### src/csr_cfg.svh
`ifndef CSR_CFG_SVH
`define CSR_CFG_SVH

// Datapath widths
`define CSR_XLEN            32
`define CSR_ADDR_W          12
`define CSR_CNT_W           64

// Machine trap setup
`define CSR_A_MSTATUS       12'h300
`define CSR_A_MISA          12'h301
`define CSR_A_MIE           12'h304
`define CSR_A_MTVEC         12'h305

// Machine trap handling
`define CSR_A_MSCRATCH      12'h340
`define CSR_A_MEPC          12'h341
`define CSR_A_MCAUSE        12'h342
`define CSR_A_MIP           12'h344

// User counter views, read-only from any mode
`define CSR_A_CYCLE         12'hc00
`define CSR_A_TIME          12'hc01
`define CSR_A_CYCLEH        12'hc80
`define CSR_A_TIMEH         12'hc81

// MXL=1 (RV32), extensions A, I and M
`define CSR_MISA_VALUE      32'h4000_1101

// mcause encodings, top bit marks an interrupt
`define CSR_CAUSE_ECALL_U   32'd8
`define CSR_CAUSE_ECALL_M   32'd11
`define CSR_CAUSE_MTI       32'h8000_0007

// Timer bit in mie and mip
`define CSR_MTI_BIT         7

// mtvec MODE field value for vectored dispatch
`define CSR_MTVEC_VECTORED  2'b01

`endif

### src/csr_pkg.sv
`include "csr_cfg.svh"

package csr_pkg;

    // Request kind from execute stage
    typedef enum logic [2:0] {
        CMD_NONE  = 3'd0,
        CMD_W     = 3'd1,
        CMD_S     = 3'd2,
        CMD_C     = 3'd3,
        CMD_ECALL = 3'd4,
        CMD_MRET  = 3'd5
    } csr_cmd_e;

    // Only U and M, encoded as in the privileged spec
    typedef enum logic [1:0] {
        MODE_U = 2'b00,
        MODE_M = 2'b11
    } priv_mode_e;

    // mstatus layout, only MPP, MPIE and MIE are live
    typedef struct packed {
        logic [18:0] rsvd_hi;
        priv_mode_e  mpp;
        logic [2:0]  rsvd_mid;
        logic        mpie;
        logic [2:0]  rsvd_lo;
        logic        mie;
        logic [2:0]  rsvd_bot;
    } mstatus_fields_t;

    // CSR commands see the raw word, trap logic sees fields
    typedef union packed {
        logic [`CSR_XLEN-1:0] raw;
        mstatus_fields_t      f;
    } mstatus_u;

endpackage

### src/csr_access_ctrl.sv
`timescale 1ns/1ps
`include "csr_cfg.svh"

module csr_access_ctrl
    import csr_pkg::*;
(
    input  logic                   csr_valid,
    input  csr_cmd_e               csr_cmd,
    input  logic [`CSR_ADDR_W-1:0] csr_addr,
    input  logic [`CSR_XLEN-1:0]   csr_operand,
    input  priv_mode_e             mode,
    input  logic [`CSR_XLEN-1:0]   rd_value,
    output logic                   rd_en,
    output logic                   wr_en,
    output logic [`CSR_XLEN-1:0]   wr_data
);

    logic is_rmw;
    logic read_ok;
    logic write_ok;

    // Only W, S and C touch the addressed CSR
    assign is_rmw = (csr_cmd == CMD_W) || (csr_cmd == CMD_S) || (csr_cmd == CMD_C);

    // Bits 9:8 give the lowest mode allowed to access
    assign read_ok = (csr_addr[9:8] <= mode);

    // Bits 11:10 both set means read-only space
    assign write_ok = read_ok && (csr_addr[11:10] != 2'b11);

    assign rd_en = csr_valid && is_rmw && read_ok;
    assign wr_en = csr_valid && is_rmw && write_ok;

    // Read-modify-write data from the pre-write value
    always_comb begin
        case (csr_cmd)
            CMD_W: begin
                wr_data = csr_operand;
            end
            CMD_S: begin
                wr_data = rd_value | csr_operand;
            end
            CMD_C: begin
                wr_data = rd_value & ~csr_operand;
            end
            default: begin
                wr_data = '0;
            end
        endcase
    end

    // A write without read access would bypass the privilege check
    always_comb begin
        assert (!wr_en || rd_en)
            else $error("csr_access_ctrl: write enabled without read access");
    end

endmodule

### src/csr_machine_regs.sv
`timescale 1ns/1ps
`include "csr_cfg.svh"

module csr_machine_regs
    import csr_pkg::*;
(
    input  logic                   clk,
    input  logic                   arst_n,
    input  logic                   csr_valid,
    input  logic [`CSR_ADDR_W-1:0] csr_addr,
    input  logic                   rd_en,
    input  logic                   wr_en,
    input  logic [`CSR_XLEN-1:0]   wr_data,
    input  priv_mode_e             mode,
    input  logic                   mtip,
    input  logic                   trap_take,
    input  logic                   mret_take,
    input  logic [`CSR_XLEN-1:0]   trap_cause,
    input  logic [`CSR_XLEN-1:0]   trap_epc,
    input  logic [`CSR_CNT_W-1:0]  cycle,
    input  logic [`CSR_CNT_W-1:0]  mtime,
    output logic [`CSR_XLEN-1:0]   rd_value,
    output logic [`CSR_XLEN-1:0]   mtvec,
    output logic [`CSR_XLEN-1:0]   mepc,
    output mstatus_u               mstatus,
    output logic                   mie_mtie,
    output logic [`CSR_XLEN-1:0]   csr_rdata,
    output logic                   csr_done
);

    logic [`CSR_XLEN-1:0] mscratch;
    logic [`CSR_XLEN-1:0] mcause;
    logic [`CSR_XLEN-1:0] mie_word;
    logic [`CSR_XLEN-1:0] mip_word;
    mstatus_u             mstatus_wr;
    mstatus_u             mstatus_legal;

    // mie and mip expose only the timer bit
    always_comb begin
        mie_word = '0;
        mip_word = '0;
        mie_word[`CSR_MTI_BIT] = mie_mtie;
        mip_word[`CSR_MTI_BIT] = mtip;
    end

    // Keep live mstatus fields, MPP limited to U or M
    always_comb begin
        mstatus_wr.raw    = wr_data;
        mstatus_legal.raw = '0;
        mstatus_legal.f.mie  = mstatus_wr.f.mie;
        mstatus_legal.f.mpie = mstatus_wr.f.mpie;
        mstatus_legal.f.mpp  = (mstatus_wr.f.mpp == MODE_M) ? MODE_M : MODE_U;
    end

    // Read mux, unknown addresses read as zero
    always_comb begin
        case (csr_addr)
            `CSR_A_MSTATUS:  rd_value = mstatus.raw;
            `CSR_A_MISA:     rd_value = `CSR_MISA_VALUE;
            `CSR_A_MIE:      rd_value = mie_word;
            `CSR_A_MTVEC:    rd_value = mtvec;
            `CSR_A_MSCRATCH: rd_value = mscratch;
            `CSR_A_MEPC:     rd_value = mepc;
            `CSR_A_MCAUSE:   rd_value = mcause;
            `CSR_A_MIP:      rd_value = mip_word;
            `CSR_A_CYCLE:    rd_value = cycle[`CSR_XLEN-1:0];
            `CSR_A_TIME:     rd_value = mtime[`CSR_XLEN-1:0];
            `CSR_A_CYCLEH:   rd_value = cycle[`CSR_CNT_W-1:`CSR_XLEN];
            `CSR_A_TIMEH:    rd_value = mtime[`CSR_CNT_W-1:`CSR_XLEN];
            default:         rd_value = '0;
        endcase
    end

    // Storage; trap entry and return win over a CSR write
    always_ff @(posedge clk or negedge arst_n) begin
        if (!arst_n) begin
            mstatus.raw <= '0;
            mie_mtie    <= 1'b0;
            mtvec       <= '0;
            mscratch    <= '0;
            mepc        <= '0;
            mcause      <= '0;
        end else if (trap_take) begin
            mcause         <= trap_cause;
            mepc           <= trap_epc;
            // Stack interrupt enable and previous mode
            mstatus.f.mpp  <= mode;
            mstatus.f.mpie <= mstatus.f.mie;
            mstatus.f.mie  <= 1'b0;
        end else if (mret_take) begin
            // Unstack, lowest mode left in MPP
            mstatus.f.mie  <= mstatus.f.mpie;
            mstatus.f.mpie <= 1'b1;
            mstatus.f.mpp  <= MODE_U;
        end else if (wr_en) begin
            case (csr_addr)
                `CSR_A_MSTATUS: begin
                    mstatus <= mstatus_legal;
                end
                `CSR_A_MIE: begin
                    mie_mtie <= wr_data[`CSR_MTI_BIT];
                end
                `CSR_A_MTVEC: begin
                    // Only direct and vectored modes
                    mtvec <= {wr_data[`CSR_XLEN-1:2], 1'b0, wr_data[0]};
                end
                `CSR_A_MSCRATCH: begin
                    mscratch <= wr_data;
                end
                `CSR_A_MEPC: begin
                    mepc <= {wr_data[`CSR_XLEN-1:2], 2'b00};
                end
                `CSR_A_MCAUSE: begin
                    mcause <= wr_data;
                end
                // misa, mip and counters ignore writes
                default: begin
                end
            endcase
        end
    end

    // Old value out one cycle after acceptance
    always_ff @(posedge clk or negedge arst_n) begin
        if (!arst_n) begin
            csr_done  <= 1'b0;
            csr_rdata <= '0;
        end else begin
            csr_done  <= csr_valid;
            csr_rdata <= rd_en ? rd_value : '0;
        end
    end

    // Done only follows an accepted request
    assert property (@(posedge clk) disable iff (!arst_n) csr_done |-> $past(csr_valid))
        else $error("csr_machine_regs: done without a request");

endmodule

### src/csr_trap_ctrl.sv
`timescale 1ns/1ps
`include "csr_cfg.svh"

module csr_trap_ctrl
    import csr_pkg::*;
(
    input  logic                  clk,
    input  logic                  arst_n,
    input  logic                  csr_valid,
    input  csr_cmd_e              csr_cmd,
    input  logic [`CSR_XLEN-1:0]  csr_pc,
    input  logic [`CSR_CNT_W-1:0] mtime,
    input  logic [`CSR_CNT_W-1:0] mtimecmp,
    input  logic [`CSR_XLEN-1:0]  mtvec,
    input  logic [`CSR_XLEN-1:0]  mepc,
    input  mstatus_u              mstatus,
    input  logic                  mie_mtie,
    output priv_mode_e            mode,
    output logic                  mtip,
    output logic                  trap_take,
    output logic                  mret_take,
    output logic [`CSR_XLEN-1:0]  trap_cause,
    output logic [`CSR_XLEN-1:0]  trap_epc,
    output logic                  csr_trap,
    output logic [`CSR_XLEN-1:0]  csr_trap_vector
);

    logic                 irq_take;
    logic                 ecall_take;
    logic [`CSR_XLEN-1:0] mtvec_base;
    logic [`CSR_XLEN-1:0] vector_next;

    // Timer pending, one cycle behind the compare
    always_ff @(posedge clk or negedge arst_n) begin
        if (!arst_n) begin
            mtip <= 1'b0;
        end else begin
            mtip <= (mtime >= mtimecmp);
        end
    end

    // Interrupts only on plain instructions
    assign irq_take = csr_valid && (csr_cmd == CMD_NONE) && mtip
                      && mstatus.f.mie && mie_mtie;
    assign ecall_take = csr_valid && (csr_cmd == CMD_ECALL);

    assign trap_take = irq_take || ecall_take;
    assign mret_take = csr_valid && (csr_cmd == CMD_MRET);

    // Cause depends on source and on the mode we trap from
    always_comb begin
        if (irq_take) begin
            trap_cause = `CSR_CAUSE_MTI;
        end else if (mode == MODE_U) begin
            trap_cause = `CSR_CAUSE_ECALL_U;
        end else begin
            trap_cause = `CSR_CAUSE_ECALL_M;
        end
    end

    // Saved pc is word aligned
    assign trap_epc = {csr_pc[`CSR_XLEN-1:2], 2'b00};

    assign mtvec_base = {mtvec[`CSR_XLEN-1:2], 2'b00};

    // Target address
    always_comb begin
        if (mret_take) begin
            vector_next = mepc;
        end else if (irq_take && (mtvec[1:0] == `CSR_MTVEC_VECTORED)) begin
            // Vectored: base + 4 * code, interrupt bit dropped
            vector_next = mtvec_base + {trap_cause[`CSR_XLEN-3:0], 2'b00};
        end else begin
            // Direct mode, and every exception
            vector_next = mtvec_base;
        end
    end

    // Privilege mode
    always_ff @(posedge clk or negedge arst_n) begin
        if (!arst_n) begin
            mode <= MODE_M;
        end else if (trap_take) begin
            mode <= MODE_M;
        end else if (mret_take) begin
            // MPP is kept legal by the register file
            mode <= mstatus.f.mpp;
        end
    end

    // Registered trap outputs; vector holds between traps
    always_ff @(posedge clk or negedge arst_n) begin
        if (!arst_n) begin
            csr_trap        <= 1'b0;
            csr_trap_vector <= '0;
        end else begin
            csr_trap <= trap_take || mret_take;
            if (trap_take || mret_take) begin
                csr_trap_vector <= vector_next;
            end
        end
    end

    // Trap entry and return are mutually exclusive
    assert property (@(posedge clk) disable iff (!arst_n) !(trap_take && mret_take))
        else $error("csr_trap_ctrl: trap and mret in the same request");

    // No S-mode or reserved encoding ever reached
    assert property (@(posedge clk) disable iff (!arst_n)
        (mode == MODE_U) || (mode == MODE_M))
        else $error("csr_trap_ctrl: illegal privilege mode");

endmodule

### src/csr_unit.sv
`timescale 1ns/1ps
`include "csr_cfg.svh"

module csr_unit
    import csr_pkg::*;
(
    input  logic                   clk,
    input  logic                   arst_n,
    input  logic                   csr_valid,
    input  csr_cmd_e               csr_cmd,
    input  logic [`CSR_ADDR_W-1:0] csr_addr,
    input  logic [`CSR_XLEN-1:0]   csr_operand,
    input  logic [`CSR_XLEN-1:0]   csr_pc,
    input  logic [`CSR_CNT_W-1:0]  cycle,
    input  logic [`CSR_CNT_W-1:0]  mtime,
    input  logic [`CSR_CNT_W-1:0]  mtimecmp,
    output logic                   csr_done,
    output logic [`CSR_XLEN-1:0]   csr_rdata,
    output logic                   csr_trap,
    output logic [`CSR_XLEN-1:0]   csr_trap_vector
);

    // Access control to register file
    logic                 rd_en;
    logic                 wr_en;
    logic [`CSR_XLEN-1:0] wr_data;
    logic [`CSR_XLEN-1:0] rd_value;

    // Trap control and register file exchange
    priv_mode_e           mode;
    logic                 mtip;
    logic                 trap_take;
    logic                 mret_take;
    logic [`CSR_XLEN-1:0] trap_cause;
    logic [`CSR_XLEN-1:0] trap_epc;
    logic [`CSR_XLEN-1:0] mtvec;
    logic [`CSR_XLEN-1:0] mepc;
    mstatus_u             mstatus;
    logic                 mie_mtie;

    csr_access_ctrl u_access_ctrl (
        .csr_valid   (csr_valid),
        .csr_cmd     (csr_cmd),
        .csr_addr    (csr_addr),
        .csr_operand (csr_operand),
        .mode        (mode),
        .rd_value    (rd_value),
        .rd_en       (rd_en),
        .wr_en       (wr_en),
        .wr_data     (wr_data)
    );

    csr_trap_ctrl u_trap_ctrl (
        .clk             (clk),
        .arst_n          (arst_n),
        .csr_valid       (csr_valid),
        .csr_cmd         (csr_cmd),
        .csr_pc          (csr_pc),
        .mtime           (mtime),
        .mtimecmp        (mtimecmp),
        .mtvec           (mtvec),
        .mepc            (mepc),
        .mstatus         (mstatus),
        .mie_mtie        (mie_mtie),
        .mode            (mode),
        .mtip            (mtip),
        .trap_take       (trap_take),
        .mret_take       (mret_take),
        .trap_cause      (trap_cause),
        .trap_epc        (trap_epc),
        .csr_trap        (csr_trap),
        .csr_trap_vector (csr_trap_vector)
    );

    csr_machine_regs u_machine_regs (
        .clk        (clk),
        .arst_n     (arst_n),
        .csr_valid  (csr_valid),
        .csr_addr   (csr_addr),
        .rd_en      (rd_en),
        .wr_en      (wr_en),
        .wr_data    (wr_data),
        .mode       (mode),
        .mtip       (mtip),
        .trap_take  (trap_take),
        .mret_take  (mret_take),
        .trap_cause (trap_cause),
        .trap_epc   (trap_epc),
        .cycle      (cycle),
        .mtime      (mtime),
        .rd_value   (rd_value),
        .mtvec      (mtvec),
        .mepc       (mepc),
        .mstatus    (mstatus),
        .mie_mtie   (mie_mtie),
        .csr_rdata  (csr_rdata),
        .csr_done   (csr_done)
    );

endmodule

### config.mk
export PLATFORM = sky130hd
export DESIGN_NAME = csr_unit
export DESIGN_NICKNAME = d
export VERILOG_FILES = /design/src/csr_pkg.sv /design/src/csr_access_ctrl.sv /design/src/csr_machine_regs.sv /design/src/csr_trap_ctrl.sv /design/src/csr_unit.sv
export VERILOG_INCLUDE_DIRS = /design/src /design/src/src
export SDC_FILE = /design/constraint.sdc
export NUM_CORES = 1
export LEC_CHECK = 0
export ABC_CLOCK_PERIOD_IN_PS = 4800
export BUFFER_PORTS_ARGS = -buffer_cell sky130_fd_sc_hd__buf_2
export CORE_MARGIN = 2
export CORE_UTILIZATION = 50
export CTS_CLUSTER_SIZE = 28
export DETAILED_ROUTE_END_ITERATION = 8
export MAX_ROUTING_LAYER = met4
export PLACE_DENSITY = 0.75
export SYNTH_ARGS = -nofsm -noshare
export SYNTH_HDL_FRONTEND = slang
export SYNTH_HIERARCHICAL = 1
export SYNTH_SLANG_ARGS = --single-unit
### constraint.sdc
create_clock -name clk -period 4.8 [get_ports clk]
set_input_delay 0.48 -clock clk [delete_from_list [all_inputs] [get_ports clk]]
set_output_delay 0.48 -clock clk [all_outputs]
set_load 0.03 [all_outputs]
==> metrics.yaml, run 1 <==
place:
  quantity_of_i_o_buffers_inserted_on_ports: 337
  detailedPlacementHpwl_mm: 41.8
  weighted_congestion_at_the_end_of_routability_driven_global_placement: 1.03
  place_ws_ns: 0.687
floorplanning:
  die_width_microns: 175
  floorplan.io_pins: 340
  die_footprint_sq_mm: 0.0306
  design.core.area_sq_mm: 0.0287
  num_rows: 62
  start_util_pct: 50.8
  die_height_microns: 175
flow_run:
  maxCapViolations: 0
clock_tree:
  ctsHtreeMaxLevel: 1
  source_to_sink_clock_delay_at_the_later_pin_of_the_worst_skew_pair_ns: 0.55
  cts_resized: 0
  cts_inserted_buffers: 23
  clk_transition_reported_paths_ns: 0.06
  clock-sinks: 201
  clk_root_buf: "sky130_fd_sc_hd__clkbuf_16"
  tritoncts: "done"
  postCtsSetupRepairBufs: 0
  cts-hold-fix-buffers: 0
  cts_buffer_depth: 3
drt:
  route.final.wire_length_mm: 56.3
  detailedRoute.firstIterationViolations: 1654
  avgRoutedWirePerCell_microns: 24.7
  detail_route.drc_violations: 0
  num_vias: 14086
  drt_pass1_iterations: 6
  ant_nets: 0
  viasPerCell: 6.19
grt:
  overflow: 0
  vias_in_the_first_global_route: 13985
  antenna_violations_before_repair: 10
  maximum_number_of_pins_on_one_net_before_global_route_repair: 105
  wire_length_of_the_first_global_routing_pass_mm: 83.7
  grt.total_usage_pct: 37.3
logic_synthesis:
  post_synth_instance_area_sq_mm: 0.0146
  post_synthesis_instance_total: 1602
  synthesized_area_divided_by_synthesized_cell_count_sq_um: 9.11
  ys_warn_count: 6
critical_path:
  cp_data_required_time_ns: 5.20
  critPathKind: "reg -> reg"
  cp_data_arrival_time_ns: 4.12
  timing.critical_path.fanout_max: 25
  crit_path_start_kind: "register"
  type_of_element_capturing_the_critical_path: "register"
cells_and_area:
  area.growth.synth_to_final_pct: 17.1
  layout-drive-gt1-share_pct: 25.8
  design.final.nets: 2208
power_and_ir_drop:
  p_leak_nw: 8.44
  sequentialPowerShare_pct: 40.9
  internal-power_w: 0.00335
  max_rail_drop_vdd_mv: 0.254
  power_density_mw_per_mm2: 280
  switching_share_pct: 30.0
  clock_power_share_pct: 40.8
  switchingPower_w: 0.00144
  combPwrFrac_pct: 18.3
sta:
  clock.fmax_mhz: 269
  totalNegativeSetupSlack_ns: 0
  slew-limit-headroom_pct: 11.1
  fin_crit_ns: 3.71
  finalHoldWorstSlack_ns: 0.0487
  finalClockSkew_ns: 0.0247
  setup_repair_after_global_routing_missed_its_margin: "false"
  finalMaxSlewViolations: 0
  timing.final.crit_share_pct: 77.4
  tightest_slew_ns: 1.31
  finalHoldViolCount: 0
  finalSetupViolations: 0
  setup_ws_ns: 1.09
run_status:
  run_status: "complete, no violations"
hold_path:
  hold_path.class: "in -> async"
## worst max-delay path, cell delays in order (launching register included)
cell                        delay (ns)
sky130_fd_sc_hd__dfstp_2          0.56
sky130_fd_sc_hd__inv_1            0.06
sky130_fd_sc_hd__ha_1             0.28
sky130_fd_sc_hd__nor2b_1          0.14
sky130_fd_sc_hd__a2bb2oi_1        0.14
sky130_fd_sc_hd__a2111oi_0        0.71
sky130_fd_sc_hd__nand3_1          0.39
sky130_fd_sc_hd__nor4_4           0.64
sky130_fd_sc_hd__buf_12           0.30
sky130_fd_sc_hd__mux2_1           0.35
## placed cells by master, fill, tap and decap left out, types with 8 or more instances in the layout
cell / n
sky130_fd_sc_hd__a211oi_1: 20
sky130_fd_sc_hd__a21oi_1: 45
sky130_fd_sc_hd__a22o_1: 9
sky130_fd_sc_hd__a22oi_1: 29
sky130_fd_sc_hd__a31oi_1: 8
sky130_fd_sc_hd__a32oi_1: 8
sky130_fd_sc_hd__and2_1: 11
sky130_fd_sc_hd__and3_1: 19
sky130_fd_sc_hd__and4_1: 9
sky130_fd_sc_hd__buf_2: 335
sky130_fd_sc_hd__buf_4: 33
sky130_fd_sc_hd__clkbuf_16: 23
sky130_fd_sc_hd__conb_1: 30
sky130_fd_sc_hd__dfrtp_1: 199
sky130_fd_sc_hd__diode_2: 11
sky130_fd_sc_hd__ha_1: 70
sky130_fd_sc_hd__inv_1: 145
sky130_fd_sc_hd__mux2_1: 36
sky130_fd_sc_hd__mux2_2: 37
sky130_fd_sc_hd__mux2i_1: 96
sky130_fd_sc_hd__mux4_2: 8
sky130_fd_sc_hd__nand2_1: 175
sky130_fd_sc_hd__nand3_1: 93
sky130_fd_sc_hd__nand3b_1: 14
sky130_fd_sc_hd__nand4_1: 13
sky130_fd_sc_hd__nor2_1: 37
sky130_fd_sc_hd__nor2b_1: 39
sky130_fd_sc_hd__nor3_1: 22
sky130_fd_sc_hd__o21ai_0: 55
sky130_fd_sc_hd__o22ai_1: 18
sky130_fd_sc_hd__o2bb2ai_1: 17
sky130_fd_sc_hd__o311ai_0: 62
sky130_fd_sc_hd__or3_1: 11
sky130_fd_sc_hd__xnor2_1: 12
sky130_fd_sc_hd__xor2_1: 9
## path summary, 6_finish.rpt
kind                                                  from                              end  cells past startpoint  slack (ns)
min reg2reg                u_trap_ctrl/csr_trap_vector[23]  u_trap_ctrl/csr_trap_vector[23]                      2        0.47
max                                    u_trap_ctrl/mode[1]          u_machine_regs/mtvec[0]                      9        1.09
min                                                 arst_n   u_trap_ctrl/csr_trap_vector[7]                      1        0.05
max reg2reg                            u_trap_ctrl/mode[1]          u_machine_regs/mtvec[0]                      9        1.09
min in group clk                                 csr_valid          u_machine_regs/csr_done                      1        0.10
max in group asynchronous                           arst_n        u_machine_regs/mstatus[7]                      2        3.68
## final cells by class
| class | count | area (sq um) |
|---|---|---|
| clock inverters | 14 | 219 |
| fillers | 2517 | 11600 |
| well taps | 384 | 480 |
| flip-flops and latches | 201 | 5030 |
| clock buffers | 28 | 604 |
| multi-input cells | 1118 | 8160 |
| repair buffers | 372 | 2000 |
| diodes | 11 | 27.5 |
| inverters | 147 | 554 |
## through the flow
step	util [%]	cell area [sq um]	power [W]	std cells
after floorplan	-	14700	0.00246	1630
after global placement	56.5	16200	0.00282	2222
after detailed placement	56.5	16200	0.00284	2222
after CTS	59.4	17000	0.00479	2264
after global routing	59.5	17100	0.00496	2274
final	59.5	17100	0.00479	2275
## sequential cells by signal (all words and copies together) (netlist names)
| name | count |
|---|---|
| u_trap_ctrl/csr_trap | 1 |
| u_machine_regs/csr_rdata | 32 |
| u_machine_regs/mepc | 32 |
| u_machine_regs/mstatus | 4 |
| u_machine_regs/mscratch | 32 |
| u_machine_regs/mcause | 32 |
| u_machine_regs/mtvec | 31 |
| u_machine_regs/csr_done | 1 |
| u_trap_ctrl/csr_trap_vector | 32 |
| u_trap_ctrl/mtip | 1 |
| u_machine_regs/mie_mtie | 1 |
| u_trap_ctrl/mode | 2 |
## power by group through the flow
stage,Clock (W),Combinational (W),Sequential (W)
global placement,0,0.000838,0.00198
floorplan,0,0.000469,0.00199
CTS,0.00197,0.000863,0.00195
detailed placement,0,0.000857,0.00198
global route,0.00203,0.000954,0.00197
finish,0.00196,0.000876,0.00196
## routing by layer
layer | routed length (microns) | global-route usage [%] | up-vias | share of wire [%]
met3 | 6290 | 8.68 | 165 | 11
met5 | 0 | - | - | 0
met2 | 25900 | 58.8 | 941 | 46
met1 | 21600 | 46.3 | 6723 | 38
li1 | - | - | 6257 | -
met4 | 2490 | 15.1 | 0 | 4.4
Note: power is estimated with default switching activity, not from simulation.
==> run 2, diff against run 1 <==
--- a/config.mk
+++ b/config.mk
@@ -6,14 +6,14 @@
 export SDC_FILE = /design/constraint.sdc
 export NUM_CORES = 1
 export LEC_CHECK = 0
-export ABC_CLOCK_PERIOD_IN_PS = 4800
+export ABC_CLOCK_PERIOD_IN_PS = 3200
 export BUFFER_PORTS_ARGS = -buffer_cell sky130_fd_sc_hd__buf_2
 export CORE_MARGIN = 2
 export CORE_UTILIZATION = 50
 export CTS_CLUSTER_SIZE = 28
 export DETAILED_ROUTE_END_ITERATION = 8
 export MAX_ROUTING_LAYER = met4
-export PLACE_DENSITY = 0.75
+export PLACE_DENSITY = 0.78
 export SYNTH_ARGS = -nofsm -noshare
 export SYNTH_HDL_FRONTEND = slang
 export SYNTH_HIERARCHICAL = 1
==> constraint.sdc (replaced) <==
create_clock -name clk -period 3.2 [get_ports clk]
set_input_delay 0.32 -clock clk [delete_from_list [all_inputs] [get_ports clk]]
set_output_delay 0.32 -clock clk [all_outputs]
set_load 0.03 [all_outputs]
==> run 2 against run 1 <==
Count of clock-buffer cells in the layout rose by 6. Clock power up 51%. Global-route usage rose by 0.57 points. Highest routed layer unchanged. First-iteration DRC count increased by 1.5%. Maximum frequency is 16% higher. Sequential cell count is the same. Sequential share of layout area down 1.1 points. Die area stayed put. Via count rose by 2.7%. Critical path type unchanged.
==> metrics.yaml, run 2 (synthesis gave the netlist of run 1 again) <==
drt:
  detailedRoute.firstIterationViolations: 1678
  num_vias: 14472
  detail_route.drc_violations: 0
  drt_pass1_iterations: 5
  avgRoutedWirePerCell_microns: 24.5
  ant_nets: 0
  viasPerCell: 6.16
  route.final.wire_length_mm: 57.6
clock_tree:
  ctsHtreeMaxLevel: 1
  source_to_sink_clock_delay_at_the_later_pin_of_the_worst_skew_pair_ns: 0.53
  clock-sinks: 201
  cts_buffer_depth: 3
  clk_root_buf: "sky130_fd_sc_hd__clkbuf_16"
  cts_inserted_buffers: 24
  tritoncts: "done"
  postCtsSetupRepairBufs: 0
  clk_transition_reported_paths_ns: 0.06
place:
  detailedPlacementHpwl_mm: 44.0
  weighted_congestion_at_the_end_of_routability_driven_global_placement: 1.02
  quantity_of_i_o_buffers_inserted_on_ports: 337
  place_area_sq_mm: 0.0169
power_and_ir_drop:
  p_leak_nw: 8.85
  power_density_mw_per_mm2: 409
  max_rail_drop_vdd_mv: 0.375
floorplanning:
  die_width_microns: 175
  num_rows: 62
  start_util_pct: 50.8
  design.core.area_sq_mm: 0.0287
  floorplan.io_pins: 340
  die_footprint_sq_mm: 0.0306
  die_height_microns: 175
flow_run:
  maxCapViolations: 0
grt:
  overflow: 0
  antenna_violations_before_repair: 11
  wire_length_of_the_first_global_routing_pass_mm: 85.1
  vias_in_the_first_global_route: 14100
  maximum_number_of_pins_on_one_net_before_global_route_repair: 168
  grt.total_usage_pct: 37.9
cells_and_area:
  layout.cell_area.non_filler_sq_mm: 0.0178
  finish.utilization_pct: 61.9
  area.growth.synth_to_final_pct: 21.8
  mostFrequentLayoutCell: "sky130_fd_sc_hd__buf_2"
  design.final.nets: 2283
  layout-drive-gt1-share_pct: 28.5
  top_library_cells_by_usage_in_the_layout_fill_and_taps_aside: "sky130_fd_sc_hd__buf_2, sky130_fd_sc_hd__dfrtp_1, sky130_fd_sc_hd__nand2_1"
sta:
  finalHoldViolCount: 0
  finalSetupViolations: 0
  slew-limit-headroom_pct: 45.5
  timing.final.crit_share_pct: 100
  setup_repair_after_global_routing_missed_its_margin: "false"
  finalClockSkew_ns: 0.0123
  tightest_slew_ns: 0.811
  fin_crit_ns: 3.20
  clock.fmax_mhz: 313
  finalMaxSlewViolations: 0
critical_path:
  cp_data_arrival_time_ns: 3.59
  type_of_element_capturing_the_critical_path: "register"
  cp_slowest_stage_delay_ns: 0.71
  critPathKind: "reg -> reg"
  cell_by_cell_trace_of_the_critical_path: "or3b_2 -> a2111oi_0 -> o31ai_1 -> nand2_1 -> nand2_1 -> mux2i_1 -> buf_4 -> nor2b_1 -> nand3_1 -> o311ai_0"
  timing.critical_path.fanout_max: 5
  crit_path_frequent_cell: "sky130_fd_sc_hd__nand2_1"
  crit_path_start_kind: "register"
  critPathSlowestCell: "sky130_fd_sc_hd__a2111oi_0"
  cp_data_required_time_ns: 3.59
run_status:
  run_status: "complete, no violations"
hold_path:
  hold_path.class: "in -> reg"
run 2: final timing paths:
path                       slack [ns]  cells past startpoint                             from                               to
min in group asynchronous        0.34                      2                           arst_n   u_trap_ctrl/csr_trap_vector[1]
setup reg to reg                0.001                     10       u_machine_regs/mstatus[11]        u_machine_regs/mcause[11]
hold / removal                   0.02                      2                        csr_valid          u_machine_regs/csr_done
setup / recovery                0.001                     10       u_machine_regs/mstatus[11]        u_machine_regs/mcause[11]
hold reg to reg                  0.48                      2  u_trap_ctrl/csr_trap_vector[26]  u_trap_ctrl/csr_trap_vector[26]
max in group asynchronous        1.98                      3                           arst_n         u_machine_regs/mcause[6]
run 2: area by class of cell:
cell class	count	area [sq um]
Tap cell	384	480
Inverter	147	554
Clock buffer	34	678
Timing Repair Buffer	446	2670
Fill cell	2478	10900
Sequential cell	201	5030
Multi-Input combinational cell	1118	8160
Clock inverter	10	168
Antenna cell	11	27.5
run 2: worst max-delay path: cells and delay by family, from the launching register on:
kind	cells	cell delay [ns]
compound gates	3	1.15
buf+inv	1	0.22
flops	1	0.41
mux	1	0.17
simple gates	5	1.10
run 2: metrics by stage:
stage          power (W)  hold slack, ns  worst slack [ns]  TNS (ns)  std cells
2_1_floorplan    0.00369          0.0244            0.0260         0       1630
3_3_place_gp     0.00428           0.336           -0.0693    -0.208       2295
3_5_place_dp     0.00432           0.337            -0.151    -0.670       2295
4_1_cts          0.00724          0.0102             0.209         0       2340
5_1_grt          0.00751          0.0256            0.0255         0       2351
6_report         0.00727          0.0183           0.00115         0       2351
run 2: layer usage:
layer  up-vias  wire length [microns]  global-route usage, %
met5         -                      0                      -
met4         0                   2140                   12.4
met3       145                   6240                   7.38
met2       950                  26700                   60.1
met1      6978                  22600                   48.8
li1       6399                      -                      -
run 2: what timing repair did:
action | in CTS | in global routing
resized for setup | 0 | 0
hold endpoints to repair | 57 | 0
hold buffers | 1 | 0
run 2: where the power goes:
part	internal (W)	total, W	switching (W)	leakage (nW)
logic	0.000557	0.00138	0.000821	5.77
registers	0.00275	0.00294	0.000195	2.67
clock network	0.00180	0.00295	0.00114	0.412
total	0.00511	0.00727	0.00216	8.85
